$ cat src/common/c64_audio_pkg.sv
// ================================================
// Types and constants shared by the audio path
// Sample widths are fixed for the whole design
// Compressor defaults may be overridden at the top level
// ================================================

package c64_audio_pkg;

	// ================================================
	// Widths
	// ================================================

	// FM sample and final output width
	localparam int SAMPLE_W = 16;

	// Raw SID sample width
	localparam int SID_W = 18;

	// One DigiMax channel plus another
	localparam int DAC_W = 9;

	// ================================================
	// Compressor defaults
	// ================================================

	// Slope divisor above the knee
	localparam int COMP_F_DEF = 4;

	// Gain below the knee
	localparam int COMP_A_DEF = 2;

	// ================================================
	// Enums
	// ================================================

	// IO window that carries the DigiMax registers
	typedef enum logic [1:0] {
		DIGIMAX_OFF = 2'd0,
		DIGIMAX_IOE = 2'd1,
		DIGIMAX_IOF = 2'd2
	} digimax_sel_e;

	// Channel layout guessed from the activity flags
	typedef enum logic [1:0] {
		DAC_MONO   = 2'd0,
		DAC_STEREO = 2'd1,
		DAC_QUAD   = 2'd2
	} dac_mode_e;

endpackage

$ cat src/source/audio_mixer.sv
// ================================================
// Final mix of FM, SID, DigiMax and tape click
// Two clocks of latency and saturation to 16-bit signed
// ================================================

module audio_mixer (
	input  logic                                      clk_sys,
	input  logic                                      reset_n,
	input  logic signed [c64_audio_pkg::SAMPLE_W-1:0] fm_i,
	input  logic signed [c64_audio_pkg::SID_W-1:0]    sid_left_i,
	input  logic signed [c64_audio_pkg::SID_W-1:0]    sid_right_i,
	input  logic [c64_audio_pkg::DAC_W-1:0]           dac_l_i,
	input  logic [c64_audio_pkg::DAC_W-1:0]           dac_r_i,
	input  logic                                      cass_snd_i,
	output logic signed [c64_audio_pkg::SAMPLE_W-1:0] audio_l_o,
	output logic signed [c64_audio_pkg::SAMPLE_W-1:0] audio_r_o
);
	import c64_audio_pkg::*;

	localparam int SUM_W = SAMPLE_W + 1;

	logic [SUM_W-1:0] sum_l;
	logic [SUM_W-1:0] sum_r;

	// FM plus SID/4 plus DAC*64 plus 1024 for the tape click
	function automatic logic [SUM_W-1:0] mix_sum(
		input logic [SAMPLE_W-1:0] fm,
		input logic [SID_W-1:0]    sid,
		input logic [DAC_W-1:0]    dac,
		input logic                cass
	);
		mix_sum = {fm[SAMPLE_W-1], fm}
			+ {sid[SID_W-1], sid[SID_W-1:2]}
			+ {2'b00, dac, 6'd0}
			+ {6'd0, cass, 10'd0};
	endfunction

	// Top two bits differ on overflow
	function automatic logic [SAMPLE_W-1:0] saturate(input logic [SUM_W-1:0] sum);
		if (sum[SUM_W-1] != sum[SUM_W-2])
			saturate = {sum[SUM_W-1], {(SAMPLE_W-1){~sum[SUM_W-1]}}};
		else
			saturate = sum[SAMPLE_W-1:0];
	endfunction

	always_ff @(posedge clk_sys) begin
		if (!reset_n) begin
			sum_l     <= '0;
			sum_r     <= '0;
			audio_l_o <= '0;
			audio_r_o <= '0;
		end else begin
			sum_l     <= mix_sum(fm_i, sid_left_i, dac_l_i, cass_snd_i);
			sum_r     <= mix_sum(fm_i, sid_right_i, dac_r_i, cass_snd_i);
			audio_l_o <= saturate(sum_l);
			audio_r_o <= saturate(sum_r);
		end
	end

endmodule

$ cat src/source/c64_audio_top.sv
// ================================================
// Audio output path of the home computer core
// FM in to out is 4 clocks and SID or tape is 2
// A DigiMax write reaches the outputs after 5 clocks
// ================================================

module c64_audio_top #(
	parameter int COMP_F = c64_audio_pkg::COMP_F_DEF,
	parameter int COMP_A = c64_audio_pkg::COMP_A_DEF
) (
	input  logic                                      clk_sys,
	input  logic                                      reset_n,
	// CPU bus
	input  logic                                      ioe_i,
	input  logic                                      iof_i,
	input  logic                                      ram_we_n_i,
	input  logic [2:0]                                addr_i,
	input  logic [7:0]                                data_i,
	// Configuration
	input  c64_audio_pkg::digimax_sel_e               digimax_sel_i,
	// Sample sources
	input  logic signed [c64_audio_pkg::SAMPLE_W-1:0] fm_sample_i,
	input  logic signed [c64_audio_pkg::SID_W-1:0]    sid_left_i,
	input  logic signed [c64_audio_pkg::SID_W-1:0]    sid_right_i,
	input  logic                                      cass_snd_i,
	output logic signed [c64_audio_pkg::SAMPLE_W-1:0] audio_l_o,
	output logic signed [c64_audio_pkg::SAMPLE_W-1:0] audio_r_o
);
	import c64_audio_pkg::*;

	logic        [DAC_W-1:0]    dac_l;
	logic        [DAC_W-1:0]    dac_r;
	logic signed [SAMPLE_W-1:0] fm_comp;

	digimax_dac u_digimax_dac (
		.clk_sys       (clk_sys),
		.reset_n       (reset_n),
		.ioe_i         (ioe_i),
		.iof_i         (iof_i),
		.ram_we_n_i    (ram_we_n_i),
		.addr_i        (addr_i),
		.data_i        (data_i),
		.digimax_sel_i (digimax_sel_i),
		.dac_l_o       (dac_l),
		.dac_r_o       (dac_r)
	);

	fm_compressor #(
		.COMP_F (COMP_F),
		.COMP_A (COMP_A)
	) u_fm_compressor (
		.clk_sys  (clk_sys),
		.reset_n  (reset_n),
		.sample_i (fm_sample_i),
		.sample_o (fm_comp)
	);

	audio_mixer u_audio_mixer (
		.clk_sys     (clk_sys),
		.reset_n     (reset_n),
		.fm_i        (fm_comp),
		.sid_left_i  (sid_left_i),
		.sid_right_i (sid_right_i),
		.dac_l_i     (dac_l),
		.dac_r_i     (dac_r),
		.cass_snd_i  (cass_snd_i),
		.audio_l_o   (audio_l_o),
		.audio_r_o   (audio_r_o)
	);

endmodule

$ cat src/source/digimax_dac.sv
// ================================================
// DigiMax sample player on the DE00 or DF00 window
// addr_i and data_i must hold while the window is high
// Levels change 3 clocks after the window rises
// ================================================

module digimax_dac (
	input  logic                            clk_sys,
	input  logic                            reset_n,
	input  logic                            ioe_i,
	input  logic                            iof_i,
	input  logic                            ram_we_n_i,
	input  logic [2:0]                      addr_i,
	input  logic [7:0]                      data_i,
	input  c64_audio_pkg::digimax_sel_e     digimax_sel_i,
	output logic [c64_audio_pkg::DAC_W-1:0] dac_l_o,
	output logic [c64_audio_pkg::DAC_W-1:0] dac_r_o
);
	import c64_audio_pkg::*;

	logic       ioe_q;
	logic       iof_q;
	logic       ioe_we;
	logic       iof_we;
	logic       win_we;
	logic [7:0] chan [4];
	logic [3:0] act;
	dac_mode_e  mode;

	function automatic logic [DAC_W-1:0] chan_sum(input logic [7:0] a, input logic [7:0] b);
		chan_sum = {1'b0, a} + {1'b0, b};
	endfunction

	// Rising edge of each window while the CPU writes
	always_ff @(posedge clk_sys) begin
		if (!reset_n) begin
			ioe_q  <= 1'b0;
			iof_q  <= 1'b0;
			ioe_we <= 1'b0;
			iof_we <= 1'b0;
		end else begin
			ioe_q  <= ioe_i;
			iof_q  <= iof_i;
			ioe_we <= ~ioe_q & ioe_i & ~ram_we_n_i;
			iof_we <= ~iof_q & iof_i & ~ram_we_n_i;
		end
	end

	always_comb begin
		case (digimax_sel_i)
			DIGIMAX_IOE: win_we = ioe_we;
			DIGIMAX_IOF: win_we = iof_we;
			default:     win_we = 1'b0;
		endcase
	end

	// Channel registers are cleared when the player is switched off
	always_ff @(posedge clk_sys) begin
		if (!reset_n || digimax_sel_i == DIGIMAX_OFF) begin
			chan <= '{default: '0};
			act  <= '0;
		end else if (win_we && !addr_i[2]) begin
			chan[addr_i[1:0]] <= data_i;
			if (data_i != 8'd0)
				act[addr_i[1:0]] <= 1'b1;
		end
	end

	// Guess the layout from which channels have seen data
	always_comb begin
		if (act < 4'd2)
			mode = DAC_MONO;
		else if (act == 4'd2)
			mode = DAC_STEREO;
		else
			mode = DAC_QUAD;
	end

	always_ff @(posedge clk_sys) begin
		case (mode)
			DAC_MONO: begin
				dac_l_o <= chan_sum(chan[0], chan[0]);
				dac_r_o <= chan_sum(chan[0], chan[0]);
			end
			DAC_STEREO: begin
				dac_l_o <= chan_sum(chan[1], chan[1]);
				dac_r_o <= chan_sum(chan[0], chan[0]);
			end
			default: begin
				dac_l_o <= chan_sum(chan[1], chan[2]);
				dac_r_o <= chan_sum(chan[0], chan[3]);
			end
		endcase
	end

	// IOE and IOF never open together on the CPU bus
	a_one_strobe: assert property (@(posedge clk_sys) disable iff (!reset_n)
		!(ioe_we && iof_we));

endmodule

$ cat src/source/fm_compressor.sv
// ================================================
// FM sample attenuation to 7/8 and two-slope compression
// Two clocks of latency with one sample accepted per clock
// ================================================

module fm_compressor #(
	parameter int COMP_F = c64_audio_pkg::COMP_F_DEF,
	parameter int COMP_A = c64_audio_pkg::COMP_A_DEF
) (
	input  logic                                   clk_sys,
	input  logic                                   reset_n,
	input  logic signed [c64_audio_pkg::SAMPLE_W-1:0] sample_i,
	output logic signed [c64_audio_pkg::SAMPLE_W-1:0] sample_o
);
	import c64_audio_pkg::*;

	// Knee is rounded up so the upper slope cannot overflow
	localparam int KNEE_I   = ((32767 * (COMP_F - 1)) / ((COMP_F * COMP_A) - 1)) + 1;
	localparam int OFFSET_I = KNEE_I * COMP_A;

	localparam logic [SAMPLE_W-1:0] KNEE   = KNEE_I[SAMPLE_W-1:0];
	localparam logic [SAMPLE_W-1:0] OFFSET = OFFSET_I[SAMPLE_W-1:0];
	localparam logic [SAMPLE_W-1:0] GAIN_A = COMP_A[SAMPLE_W-1:0];
	localparam logic [SAMPLE_W-1:0] DIV_F  = COMP_F[SAMPLE_W-1:0];

	logic signed [SAMPLE_W-1:0] stage1_q;
	logic        [SAMPLE_W-1:0] mag;
	logic        [SAMPLE_W-1:0] comp;

	always_comb begin
		mag = stage1_q[SAMPLE_W-1] ? (~stage1_q + 1'b1) : stage1_q;
		if (mag < KNEE)
			comp = mag * GAIN_A;
		else
			comp = ((mag - KNEE) / DIV_F) + OFFSET;
	end

	always_ff @(posedge clk_sys) begin
		if (!reset_n) begin
			stage1_q <= '0;
			sample_o <= '0;
		end else begin
			stage1_q <= sample_i - (sample_i >>> 3);
			// Put the sign back on the compressed magnitude
			sample_o <= stage1_q[SAMPLE_W-1] ? (~comp + 1'b1) : comp;
		end
	end

	// Compression keeps the sign of the attenuated sample
	a_keep_sign: assert property (@(posedge clk_sys) disable iff (!reset_n)
		stage1_q != '0 |=> sample_o[SAMPLE_W-1] == $past(stage1_q[SAMPLE_W-1]));

endmodule

$ cat config.mk
export PLATFORM = sky130hd
export DESIGN_NAME = c64_audio_top
export DESIGN_NICKNAME = d
export VERILOG_FILES = /design/src/common/c64_audio_pkg.sv /design/src/source/audio_mixer.sv /design/src/source/c64_audio_top.sv /design/src/source/digimax_dac.sv /design/src/source/fm_compressor.sv
export SDC_FILE = /design/constraint.sdc
export NUM_CORES = 1
export LEC_CHECK = 0
export ABC_AREA = 1
export BUFFER_PORTS_ARGS = -buffer_cell sky130_fd_sc_hd__buf_4
export CORE_MARGIN = 1
export CORE_UTILIZATION = 56
export DETAILED_ROUTE_END_ITERATION = 10
export PLACE_DENSITY = 0.77
export SYNTH_ARGS = -nofsm -noshare
export SYNTH_HDL_FRONTEND = slang
export SYNTH_SLANG_ARGS = --single-unit
$ cat constraint.sdc
create_clock -name clk_sys -period 5.5 [get_ports clk_sys]
set_input_delay 0.55 -clock clk_sys [delete_from_list [all_inputs] [get_ports clk_sys]]
set_output_delay 0.55 -clock clk_sys [all_outputs]
set_load 0.01 [all_outputs]
* Word level (Yosys, flattened, before mapping) *
Cells that the tools add are included.

cells by class
  add/sub/neg operators = 15
  $lt $le $gt $ge = 6
  equality and inequality tests = 6
  mux-type cells = 15
  bitwise operators = 13
  reductions and logical operators = 11

operators by type and width
  kind                      count
  $mux W16                  5
  $add A8 B8 Y9             4
  $add A16 B16 Y17          2
  $add A17 B11 Y17          2
  $add A17 B15 Y17          2
  $add A16 B1 Y16 const B   2
  $bwmux W32                1
  $not A16 Y16              2
  $pmux W9 S2               1
  $add A14 B15 Y16 const B  1
  $demux W8 S2              1
  $lt A16 B14 Y1 const B    1
  $sub A16 B13 Y16          1
  $sub A16 B14 Y16 const B  1
  $mux W9                   1
  $mux W8                   1
  $reduce_bool A8 Y1        1
  $not A1 Y1                5
  $and A1 B1 Y1             4
  $eq A2 B1 Y1 const B      2
  $eq A4 B2 Y1 const B      1
  $logic_not A2 Y1          2
  $lt A4 B2 Y1 const B      1
  $mux W2                   2
  16 further kinds          20

storage, ports and cells
  flip-flop bits (word level) = 156
  bits of input ports = 71
  output and inout port bits = 32
  word-level logic and storage cells = 83

* Longest topological paths before layout *
Gate-level depths: netlist of the first run.

  word-level depth = 9
  mapped depth = 26
  mapped depth without buffers = 26

* Cells and area by module *
A second synthesis of the first run with hierarchy kept.

second synthesis, totals
  cells, all modules = 1599
  area, all modules = 10915.5 um2

by module, submodules not included
  module         times used  cells each  area an instance (um2)  seq. area each (um2)
  audio_mixer    1           660         4777.1                  1321.3
  fm_compressor  1           527         3206.8                  640.6
  digimax_dac    1           412         2931.6                  1161.1

* Worst setup path before layout of the first run *
No wires, ideal clock.

  path kind = input to register
  start = in sid_left_i[4] in the netlist's numbering
  end = reg u_audio_mixer.sum_l[16]
  library setup time = 128 ps
  arrival = 3190 ps
  data required time = 5372 ps
  slack = 2183 ps
  stages on the path = 21
  buffers on the path = 0
  cell sequence = ha_1 > ha_1 > ha_1 > fa_1 > a21oi_1 > nor2_1 > nor2_1 > nor2_1 > o21ai_0 > nand2_1 > nand2_1 > nand2_1 > a21oi_1 > o21ai_0 > nand3_1 > nand2_1 > nand2_1 > nand2_1 > a21oi_1 > xnor2_1 > nor2_1

between the ends
  cells in the longest elaborated chain, start to end = 3

ends and longest elaborated chain
  what                  RTL line             RTL
  start, declared       c64_audio_top.sv:23  input logic signed [c64_audio_pkg::SID_W-1:0] sid_left_i,
  $add A16 B16 Y17      audio_mixer.sv:33    + {sid[SID_W-1], sid[SID_W-1:2]}
  $add A17 B15 Y17      audio_mixer.sv:34    + {2'b00, dac, 6'd0}
  $add A17 B11 Y17      audio_mixer.sv:35    + {6'd0, cass, 10'd0};
  end signal, assigned  audio_mixer.sv:53    sum_l <= mix_sum(fm_i, sid_left_i, dac_l_i, cass_snd_i);
  end, declared         audio_mixer.sv:22    logic [SUM_W-1:0] sum_l;

Every way passes these cells.
A chain may end at the register's enable or synchronous reset.

* Worst setup path after layout of the first run *
  start = reg u_fm_compressor.stage1_q[0]
  end = reg u_fm_compressor.sample_o[12] in the netlist's numbering

between the ends
  cells in the longest elaborated chain, start to end = 9
  elaborated cells between the ends (all ways) = 10
  classes of those cells = 4 x add/sub; 1 x order compare; 3 x mux; 2 x bitwise

ends and longest elaborated chain
  what                    RTL line             RTL
  start, declared         fm_compressor.sv:26  logic signed [SAMPLE_W-1:0] stage1_q;
  start signal, assigned  fm_compressor.sv:43  stage1_q <= sample_i - (sample_i >>> 3);
  $not A16 Y16            fm_compressor.sv:31  mag = stage1_q[SAMPLE_W-1] ? (~stage1_q + 1'b1) : stage1_q;
  $add A16 B1 Y16         fm_compressor.sv:31
  $mux W16 *              fm_compressor.sv:31
  $sub A16 B14 Y16        fm_compressor.sv:35  comp = ((mag - KNEE) / DIV_F) + OFFSET;
  $add A14 B15 Y16        fm_compressor.sv:35
  $mux W16 *              fm_compressor.sv:32  if (mag < KNEE)
  $not A16 Y16            fm_compressor.sv:45  sample_o <= stage1_q[SAMPLE_W-1] ? (~comp + 1'b1) : comp;
  $add A16 B1 Y16         fm_compressor.sv:45
  $mux W16 *              fm_compressor.sv:45
  end signal, assigned    fm_compressor.sv:45
  end, declared           fm_compressor.sv:13  output logic signed [c64_audio_pkg::SAMPLE_W-1:0] sample_o

Mark *: on every way between the ends. The rest lies on a longest branch, timed or not.

==> results.py, run 1 <==
metrics = {
    "grt": {
        "gr-usage-met2": 0.408,
        "grt_busiest_layer": "met2",
        "grt_max_degree": 55,
        "met3_usage": 0.0464,
        "met1_usage": 0.306,
        "grt-ovfl-total": 0,
        "antenna_found_initial": 0,
        "grt_pass1_wl_mm": 33.7,
        "track_usage": 0.239,
        "grt_pass1_vias": 7319,
    },
    "synthesis": {
        "synth_area_um2": 9610,
        "synth.area.top_cells": "dfxtp_1, ha_1, nand2_1",
        "syn_inst": 1280,
        "synth-xor-area-share": 0.00990,
        "avgSynthCellArea_um2": 7.51,
        "synth-compound-area-share": 0.155,
        "asyncSetResetFlopFracSynth": 0,
        "syn_nets": 1486,
        "yosys_warnings": 0,
        "synthAdderAreaFrac": 0.197,
        "synth_edf_count": 0,
        "synth.area.mux_share": 0,
        "synth_ff_type": "dfxtp_1",
        "ys_seq_area_frac": 0.325,
        "ys_seq_elements": 156,
        "yosysTopAreaCell": "dfxtp_1",
        "synthSimpleGateAreaFrac": 0.234,
        "synth_top_family_by_area": "simple AND/OR/NAND/NOR gates",
        "synth.distinct_cells": 48,
        "synthDominantCellAreaShare": 0.325,
    },
    "timing": {
        "finalClockSkew_ps": 15.4,
        "clock.fmax_mhz": 263,
        "worstMarginPinSlew_ps": 919,
        "post-route-period-util": 0.690,
        "finalCriticalPeriod_ps": 3800,
        "hold_viol_final": 0,
        "finalMaxSlewViolations": 0,
        "tns_ps": 0,
        "finalSetupViolCount": 0,
        "grt_setup_unrepaired": "no",
        "layout_setup_ws_ps": 1700,
        "max_slew_margin": 0.386,
    },
    "cells_and_area": {
        "finalNetCount": 1573,
        "design_area_um2": 11000,
        "syn_to_final_growth_pct": 14.9,
        "antenna_cells": 0,
        "drive_gt1_frac": 0.147,
        "nFillCells": 1448,
    },
    "detailed_routing": {
        "drt-initial-drc-count": 487,
        "via_count": 8244,
        "antenna_left": 0,
        "drt_first_pass_iters": 5,
        "wirelength_mm": 20.3,
        "routed_via_density": 5.15,
        "avgRoutedWirePerCell_um": 12.7,
        "drc": 0,
    },
    "placed_design": {
        "port_buffers": 98,
        "placed_area_um2": 10500,
        "hpwl_mm": 15.6,
        "post-place-ws_ps": 1770,
        "gp_congestion": 0.888,
    },
    "worst_setup_path": {
        "worstSetupPathType": "register to register",
        "worstSetupEndpointType": "register",
        "cp_max_fo": 21,
        "cp.arrival_ps": 4100,
        "required_ps": 5810,
        "start_kind": "register",
    },
    "power_and_ir_drop": {
        "power.density_nw_per_um2": 364,
        "p_leak_nw": 5.51,
        "peakVddDrop_v": 0.000276,
    },
    "floorplanning": {
        "dieArea_um2": 17700,
        "io_pins": 103,
        "start_util": 0.577,
        "core_area_um2": 16600,
        "die_w_um": 133,
        "rows": 47,
        "die-height_um": 133,
    },
    "status": {
        "status": "finished clean",
    },
    "clock_tree": {
        "clkSinkCount": 156,
        "postCtsHoldBufs": 0,
        "clkLatencyLatePin_ps": 430,
        "cts_buffer_depth": 2,
        "numCtsBuffers": 17,
        "cts_setup_buffers": 0,
        "clkTransAtPathRegs_ps": 60,
        "ctsRootBufferMaster": "clkbuf_16",
        "cts_tree": "built",
        "htree_levels": 4,
        "ctsResizeCount": 0,
    },
    "job": {
        "cap_violations": 0,
    },
    "hold_path": {
        "hp-class": "input pin to register",
    },
}
## routing by layer
metal	up-vias	wire length, um	share of wire
met5	-	0	0
met4	0	325	0.016
met3	20	898	0.044
met2	195	9790	0.48
met1	3666	9330	0.46
li1	4363	-	-
## synth_stat cells, types with 3 or more instances
cell and number:
nor2_2 7, a21oi_1 133, fa_1 27, nand3b_1 6, o21bai_1 3, o21ai_0 107, clkbuf_1 23, xor2_1 4
nand3_1 43, nand2_2 29, nand3_2 6, inv_2 9, ha_1 108, buf_2 3, or2_2 4, nand2_1 255
a31oi_1 6, o21a_1 8, nor4_1 3, o21ai_1 6, nor2_1 124, inv_1 148, buf_4 3, nor3_1 18
o31ai_1 4, dfxtp_1 156, xnor2_1 5, nand2_4 5
## final timing paths
path / from / end / slack [ps] / cells past startpoint
setup / recovery: u_fm_compressor.stage1_q[0] / u_fm_compressor.sample_o[12] / 1700 / 24
hold / removal: ram_we_n_i / u_digimax_dac.iof_we / 300 / 2
setup reg to reg: u_fm_compressor.stage1_q[0] / u_fm_compressor.sample_o[12] / 1700 / 24
hold reg to reg: u_digimax_dac.ioe_q / u_digimax_dac.ioe_we / 400 / 1
## registers in the layout (all words and copies together), names as in the netlist
register                  cells
u_digimax_dac.act             4
u_audio_mixer.sum_r          17
u_fm_compressor.sample_o     16
u_audio_mixer.sum_l          17
u_digimax_dac.dac_r_o         9
u_digimax_dac.chan           32
u_digimax_dac.iof_q           1
u_audio_mixer.audio_r_o      16
u_digimax_dac.ioe_q           1
u_fm_compressor.stage1_q     16
u_digimax_dac.iof_we          1
u_digimax_dac.dac_l_o         9
u_audio_mixer.audio_l_o      16
u_digimax_dac.ioe_we          1
## power breakdown
part | total (mW) | switching (mW) | internal [mW]
Sequential | 1.43 | 0.0920 | 1.34
Combinational | 1.47 | 0.883 | 0.582
Clock | 1.12 | 0.488 | 0.634
## cell families after synthesis
group,after synthesis
flip-flops,156
AND/OR/NAND/NOR,509
AO/OA/AOI/OAI,279
buffers and inverters,191
adder cells (fa/ha/maj),135
XOR/XNOR,10
## stage by stage
stage                     hold slack, ps  instances   util  power [mW]
after floorplan                      373       1280      -        2.50
after global placement               381       1568  0.630        2.86
after detailed placement             384       1568  0.630        2.90
after CTS                            285       1600  0.663        4.03
after global routing                 283       1600  0.663        4.31
final                                299       1600  0.663        4.01
## cell usage in the layout (no fill, tap or decap), types with 2 or more instances in the layout
cell,instances
nor4_1,3
ha_1,108
nor3_1,18
nor2_4,2
o21a_1,8
nand3_2,6
nand4_1,2
o21ai_1,6
o21ai_2,2
fa_1,27
nand3b_1,6
clkinv_2,3
dfxtp_1,156
xor2_1,4
nor2_1,123
nor2_2,8
a21oi_1,133
xnor2_1,5
nand2_2,29
clkbuf_16,17
nand3_1,43
nand2_4,5
a21boi_0,2
inv_8,2
a31oi_1,6
o31ai_1,4
clkinvlp_4,2
and2_1,2
buf_4,102
nand2_1,255
inv_6,6
o21bai_1,3
inv_1,148
o21ai_0,107
inv_2,9
or2_2,4
## critical path, cell delays in order (launching register included)
cell	delay [ps]
dfxtp_1	330
inv_1	80
ha_1	240
inv_1	60
nand2_1	50
xor2_1	310
inv_1	120
ha_1	250
nand2_2	90
nand2_4	70
inv_2	50
nor2_2	40
nand3_2	90
nand3_4	260
inv_2	290
nand2_1	80
o21ai_1	190
ha_1	270
nand3_2	140
nor3_4	170
nand2_2	80
nor2_2	110
nand2_1	90
a21oi_1	130
nor2_1	60
## final cells by class
cell class	instances	area [um2]	share of cell area
inverter	157	589	0.0534
timing repair buffer	102	766	0.0694
tap	220	275	0.0249
sequential	156	3120	0.283
clock buffer	18	429	0.0389
clock inverter	14	135	0.0122
multi-input combinational	933	5720	0.518
No activity file was read; power rests on OpenSTA's default activity.
==> inputs of run 2 (changes only) <==
clock period = 3.8 ns   (was 5.5 ns; I/O delays follow)
==> run 2 against run 1 <==
Hold slack got worse by 170 ps. Sequential power up 45%. Via count grew 0.80%. Die area unchanged.
==> results.py, run 2 (synthesized netlist as in run 1, its figures left out) <==
metrics = {
    "status": {
        "status": "finished clean",
    },
    "detailed_routing": {
        "drt_first_pass_iters": 5,
        "drt-initial-drc-count": 540,
        "antenna_left": 0,
        "wirelength_mm": 20.8,
        "wl_met1_mm": 9.43,
        "routed_via_density": 5.18,
        "drc": 0,
        "highest_layer": "met4",
        "routed-wl-met3_um": 996,
        "avgRoutedWirePerCell_um": 13.0,
        "via_count": 8310,
        "route.met2.wl_mm": 9.94,
    },
    "grt": {
        "antenna_found_initial": 0,
        "grt_pass1_vias": 7711,
        "grt_max_degree": 55,
        "grt_pass1_wl_mm": 34.8,
        "track_usage": 0.245,
        "grt-ovfl-total": 0,
    },
    "clock_tree": {
        "cts_buffer_depth": 2,
        "ctsResizeCount": 0,
        "numCtsBuffers": 17,
        "ctsRootBufferMaster": "clkbuf_16",
        "cts_setup_buffers": 0,
        "postCtsHoldBufs": 0,
        "cts_tree": "built",
        "clkSinkCount": 156,
        "clkLatencyLatePin_ps": 430,
        "clkTransAtPathRegs_ps": 60,
        "htree_levels": 4,
    },
    "power_and_ir_drop": {
        "peakVddDrop_v": 0.000434,
        "p_leak_nw": 5.53,
        "power.density_nw_per_um2": 529,
    },
    "worst_setup_path": {
        "reg2reg_slack_ps": 390,
        "start_kind": "register",
        "required_ps": 4110,
        "crit_slowest_cell": "xor2_1",
        "crit_path_max_incr_delay_ps": 320,
        "cp_max_fo": 7,
        "cp_top_family": "simple AND/OR/NAND/NOR gates",
        "path_cells": "inv_1, ha_1, inv_1, nand2_1, xor2_1, inv_1, ha_1, nand2_2, nand2_4, inv_2, nor2_2, nand3_2, nand3_4, inv_2, nand2_1, o21ai_1, ha_1, nand3_2, nor3_4, nand2_2, nor2_2, nand2_1, a21oi_1, nor2_1",
        "r2r-end": "u_fm_compressor.sample_o[12]",
        "worstSetupPathType": "register to register",
        "cp.arrival_ps": 3720,
        "r2r_cells": 24,
        "worstSetupEndpointType": "register",
        "crit_buf_inv": 5,
        "r2r-start": "u_fm_compressor.stage1_q[0]",
    },
    "cells_and_area": {
        "final_cell_mix": "nand2_1, dfxtp_1, inv_1, a21oi_1, nor2_1",
        "final_cells": 1603,
        "finalNetCount": 1576,
        "final_common_cell": "nand2_1",
        "regMostFlops": "u_digimax_dac.chan",
        "syn_to_final_growth_pct": 15.3,
        "reg.largest.list": "u_digimax_dac.chan: 32 flops, u_audio_mixer.sum_l: 17 flops, u_audio_mixer.sum_r: 17 flops",
        "largest_reg_flops": 32,
        "drive_gt1_frac": 0.149,
        "antenna_cells": 0,
    },
    "hold_path": {
        "whs_path_depth": 2,
        "worstHoldStart": "ram_we_n_i",
        "min_to": "u_digimax_dac.ioe_we",
        "hp-class": "input pin to register",
    },
    "timing": {
        "finalSetupViolCount": 0,
        "worstMarginPinSlew_ps": 846,
        "finalCriticalPeriod_ps": 3410,
        "finalClockSkew_ps": 12.8,
        "hold_viol_final": 0,
        "grt_setup_unrepaired": "no",
        "tns_ps": 0,
        "clock.fmax_mhz": 293,
        "finalMaxSlewViolations": 0,
        "post-route-period-util": 0.897,
        "max_slew_margin": 0.434,
    },
    "floorplanning": {
        "start_util": 0.577,
        "core_area_um2": 16600,
        "die-height_um": 133,
        "io_pins": 103,
        "die_w_um": 133,
        "rows": 47,
        "dieArea_um2": 17700,
    },
    "placed_design": {
        "hpwl_mm": 15.8,
        "gp_congestion": 0.870,
        "port_buffers": 98,
        "dp.cells": 1571,
    },
    "job": {
        "cap_violations": 0,
    },
}
==> run 2: report_power, final <==
group | leakage, nW | total, mW | internal, mW | switching [mW]
logic | 3.96 | 2.15 | 0.854 | 1.29
registers | 1.28 | 2.07 | 1.93 | 0.134
clock network | 0.283 | 1.64 | 0.928 | 0.716
==> run 2: worst max-delay path by stage <==
stage | depth (start not counted) | from | end | slack, ps
finish | 24 | u_fm_compressor.stage1_q[0] | u_fm_compressor.sample_o[12] | 390
global route | 21 | u_fm_compressor.sample_o[2] | u_audio_mixer.sum_l[16] | 40
CTS | 21 | u_fm_compressor.sample_o[2] | u_audio_mixer.sum_l[16] | 340
detailed placement | 22 | sid_left_i[4] | u_audio_mixer.sum_l[16] | 260
global placement | 22 | sid_left_i[4] | u_audio_mixer.sum_l[16] | 310
floorplan | 21 | sid_left_i[4] | u_audio_mixer.sum_l[16] | 650
==> run 2: final cells by class <==
type | count | area, um2
clock buffer | 18 | 429
clock inverter | 14 | 146
fill | 1420 | 5570
inverter | 157 | 589
multi-input combinational | 933 | 5720
sequential | 156 | 3120
tap | 220 | 275
timing repair buffer | 105 | 788
==> run 2: worst register-to-register path: cells and delay by family (launching register included) <==
family,cells,cell delay (ps)
AND/OR/NAND/NOR,13,1150
buffers and inverters,5,490
adder cells (fa/ha/maj),3,740
AO/OA/AOI/OAI,2,290
flip-flops,1,310
XOR/XNOR,1,320
==> run 2: metal layers <==
metal  vias up  track usage
met5         -            0
met4         0       0.0798
met3        32       0.0464
met2       220        0.424
met1      3696        0.305
li1       4362            -
==> run 2: metrics by stage <==
stage               cell area [um2]  worst slack [ps]  utilization  power (mW)  hold WS [ps]
detailed placement            10500               256        0.631        4.20           384
global placement              10500               309        0.631        4.15           380
floorplan                      9610               653            -        3.62           373
CTS                           11100               338        0.665        5.88           110
global route                  11100              41.2        0.666        6.28           105
finish                        11100               391        0.666        5.86           126
==> inputs of run 3 (changes only) <==
ABC_AREA = default   (was 1)
GPL_ROUTABILITY_DRIVEN = 1   (was default)
PLACE_DENSITY = 0.76   (was 0.77)
==> run 3 against run 2 <==
Clock-buffer cell count unchanged. Synthesized cell count down 13%. Sequential power up 7%. The flow now finishes with violations (setup timing). Critical path depth down 7. Sequential share of layout area down 3.8 points. Sequential cell count unchanged. Wire length up 17%. Final cell count down 2.6%. Synthesized area up 3.5%. Highest routed layer unchanged. Clock skew down 1.7 ps.
==> results.py, run 3 <==
metrics = {
    "timing": {
        "clock.fmax_mhz": 261,
        "finalMaxSlewViolations": 0,
        "finalSetupViolCount": 4,
        "grt_setup_unrepaired": "yes",
        "post-route-period-util": 1.01,
        "finalClockSkew_ps": 11.1,
        "holdWs_ps": 115,
        "hold_viol_final": 0,
        "max_slew_margin": 0.364,
        "worstMarginPinSlew_ps": 951,
        "finalCriticalPeriod_ps": 3830,
        "layout_setup_ws_ps": -34.0,
    },
    "floorplanning": {
        "io_pins": 103,
        "start_util": 0.575,
        "dieArea_um2": 18300,
        "core_area_um2": 17300,
        "die-height_um": 135,
        "rows": 48,
        "die_w_um": 135,
    },
    "worst_setup_path": {
        "start_kind": "register",
        "crit_slowest_cell": "or3_4",
        "r2r_cells": 17,
        "crit_top_cell": "buf_6",
        "crit_buf_inv": 4,
        "path_cells": "or2_2, o21ai_2, xnor2_2, ha_2, inv_2, o2111a_2, buf_6, a21oi_4, o2111ai_4, and2_4, buf_6, a22o_1, or3_4, buf_4, o41ai_4, xnor2_1, and2_1",
        "r2r-start": "u_fm_compressor.stage1_q[1]",
        "crit_path_start": "u_fm_compressor.stage1_q[1]",
        "crit_path_max_incr_delay_ps": 420,
        "reg2reg_slack_ps": -30,
        "worstSetupEndpointType": "register",
        "cp_max_fo": 7,
        "r2r-end": "u_fm_compressor.sample_o[13]",
        "worstSetupPathType": "register to register",
        "cp.arrival_ps": 4160,
        "cp_top_family": "compound AO/OA/AOI/OAI gates",
        "required_ps": 4130,
    },
    "synthesis": {
        "ys_seq_elements": 156,
        "asyncSetResetFlopFracSynth": 0,
        "synth_edf_count": 0,
        "syn_nets": 1323,
        "synthDominantCellAreaShare": 0.314,
        "yosysTopAreaCell": "dfxtp_1",
        "yosys_warnings": 0,
        "synth.distinct_cells": 80,
        "syn_inst": 1117,
        "yosysMostFrequentCell": "dfxtp_1",
        "synth_ff_type": "dfxtp_1",
        "avgSynthCellArea_um2": 8.90,
        "synth_area_um2": 9940,
        "synth.area.top_cells": "dfxtp_1, ha_1, fa_1",
        "ys_seq_area_frac": 0.314,
        "ys_top_cells_by_count": "dfxtp_1, nor2_1, ha_1, a21oi_1, nand2_1",
    },
    "clock_tree": {
        "numCtsBuffers": 17,
        "clkTransAtPathRegs_ps": 70,
        "cts_tree": "built",
        "clkSinkCount": 156,
        "htree_levels": 4,
        "clkLatencyLatePin_ps": 440,
        "ctsRootBufferMaster": "clkbuf_16",
        "cts_buffer_depth": 2,
        "postCtsHoldBufs": 0,
    },
    "cells_and_area": {
        "largest_reg_flops": 32,
        "final_cell_mix": "buf_4, dfxtp_1, nor2_1, ha_1, a21oi_1",
        "antenna_cells": 0,
        "finalNetCount": 1529,
        "final_cells": 1561,
        "reg.largest.list": "u_digimax_dac.chan: 32 flops, u_audio_mixer.sum_l: 17 flops, u_audio_mixer.sum_r: 17 flops",
        "drive_gt1_frac": 0.272,
        "design_area_um2": 12800,
        "nFillCells": 1268,
        "syn_to_final_growth_pct": 28.8,
        "regMostFlops": "u_digimax_dac.chan",
        "final_common_cell": "buf_4",
    },
    "placed_design": {
        "hpwl_mm": 18.2,
        "placed_area_um2": 11600,
        "gp_congestion": 0.940,
        "dp.cells": 1504,
        "port_buffers": 98,
    },
    "detailed_routing": {
        "drc": 0,
        "wirelength_mm": 24.3,
        "avgRoutedWirePerCell_um": 15.6,
        "drt_first_pass_iters": 5,
        "antenna_left": 0,
        "drt-initial-drc-count": 361,
        "routed_via_density": 5.53,
        "via_count": 8627,
    },
    "grt": {
        "track_usage": 0.268,
        "antenna_found_initial": 0,
        "grt_pass1_vias": 8242,
        "grt-ovfl-total": 0,
        "grt_pass1_wl_mm": 38.6,
        "grt_max_degree": 52,
    },
    "power_and_ir_drop": {
        "p_leak_nw": 5.73,
        "finalPower_mw": 7.59,
        "power.density_nw_per_um2": 592,
        "peakVddDrop_v": 0.000492,
    },
    "hold_path": {
        "hp-class": "input pin to register",
        "min_to": "u_digimax_dac.ioe_we",
        "worstHoldStart": "ram_we_n_i",
        "whs_path_depth": 2,
    },
    "status": {
        "status": "finished with violations",
        "violations": "setup timing",
    },
    "job": {
        "cap_violations": 0,
    },
}
## run 3: worst max-delay path by stage
| stage | endpoint | cells past startpoint |
|---|---|---|
| after global placement | u_audio_mixer.sum_l[16] | 17 |
| after CTS | u_fm_compressor.sample_o[14] | 16 |
| after floorplan | u_fm_compressor.sample_o[13] | 14 |
| after global routing | u_fm_compressor.sample_o[11] | 20 |
| after detailed placement | u_fm_compressor.sample_o[14] | 19 |
| final | u_fm_compressor.sample_o[13] | 17 |
## run 3: layout make-up
type	count	area [um2]	area share
clock inverters	14	175	0.0137
repair buffers	232	1760	0.138
clock buffers	18	439	0.0343
inverters	52	195	0.0152
multi-input cells	864	6820	0.533
flip-flops and latches	156	3130	0.244
well taps	225	282	0.0220
## run 3: cell families after synthesis
kind of cell,Yosys count,synth area share
buffers and inverters,97,0.0409
AOI/OAI and AO/OA,258,0.173
adders and majority gates,135,0.190
muxes,38,0.0395
DFF,156,0.314
and+or+nand+nor,352,0.170
xor gates and xnor gates,81,0.0721
## run 3: where the power goes
part	internal [mW]	switching [mW]	total [mW]
Combinational	1.72	1.89	3.62
Clock	1.01	0.758	1.77
Sequential	2.02	0.184	2.21
Total	4.76	2.83	7.59
## run 3: through the flow
stage                util  TNS [ps]  setup slack, ps
CTS                 0.721     -43.2            -43.2
global route        0.741      -839             -245
global placement    0.671      -316            -99.1
finish              0.741     -88.3            -34.0
floorplan               -         0             2.32
detailed placement  0.671      -771             -179
## run 3: metal layers
layer | share of wire | track usage | vias up
met5 | 0 | 0 | -
met4 | 0.027 | 0.0968 | 0
met3 | 0.043 | 0.0471 | 45
met2 | 0.49 | 0.472 | 214
met1 | 0.44 | 0.325 | 4023
li1 | - | - | 4345
## run 3: repair_timing
action / CTS / global route
pin swaps: 16 / 22
gates resized for setup: 24 / 61
buffers inserted: 17 / 8
cloned: 0 / 0
setup endpoints to repair: 7 / 14
## run 3: worst register-to-register path, delay by kind of cell, from the launching register on
kind,cells,cell delay [ps]
compound gates,6,1330
xor+xnor,2,230
fa+ha+maj,1,210
buf+inv,4,490
flops,1,340
simple gates,4,1150
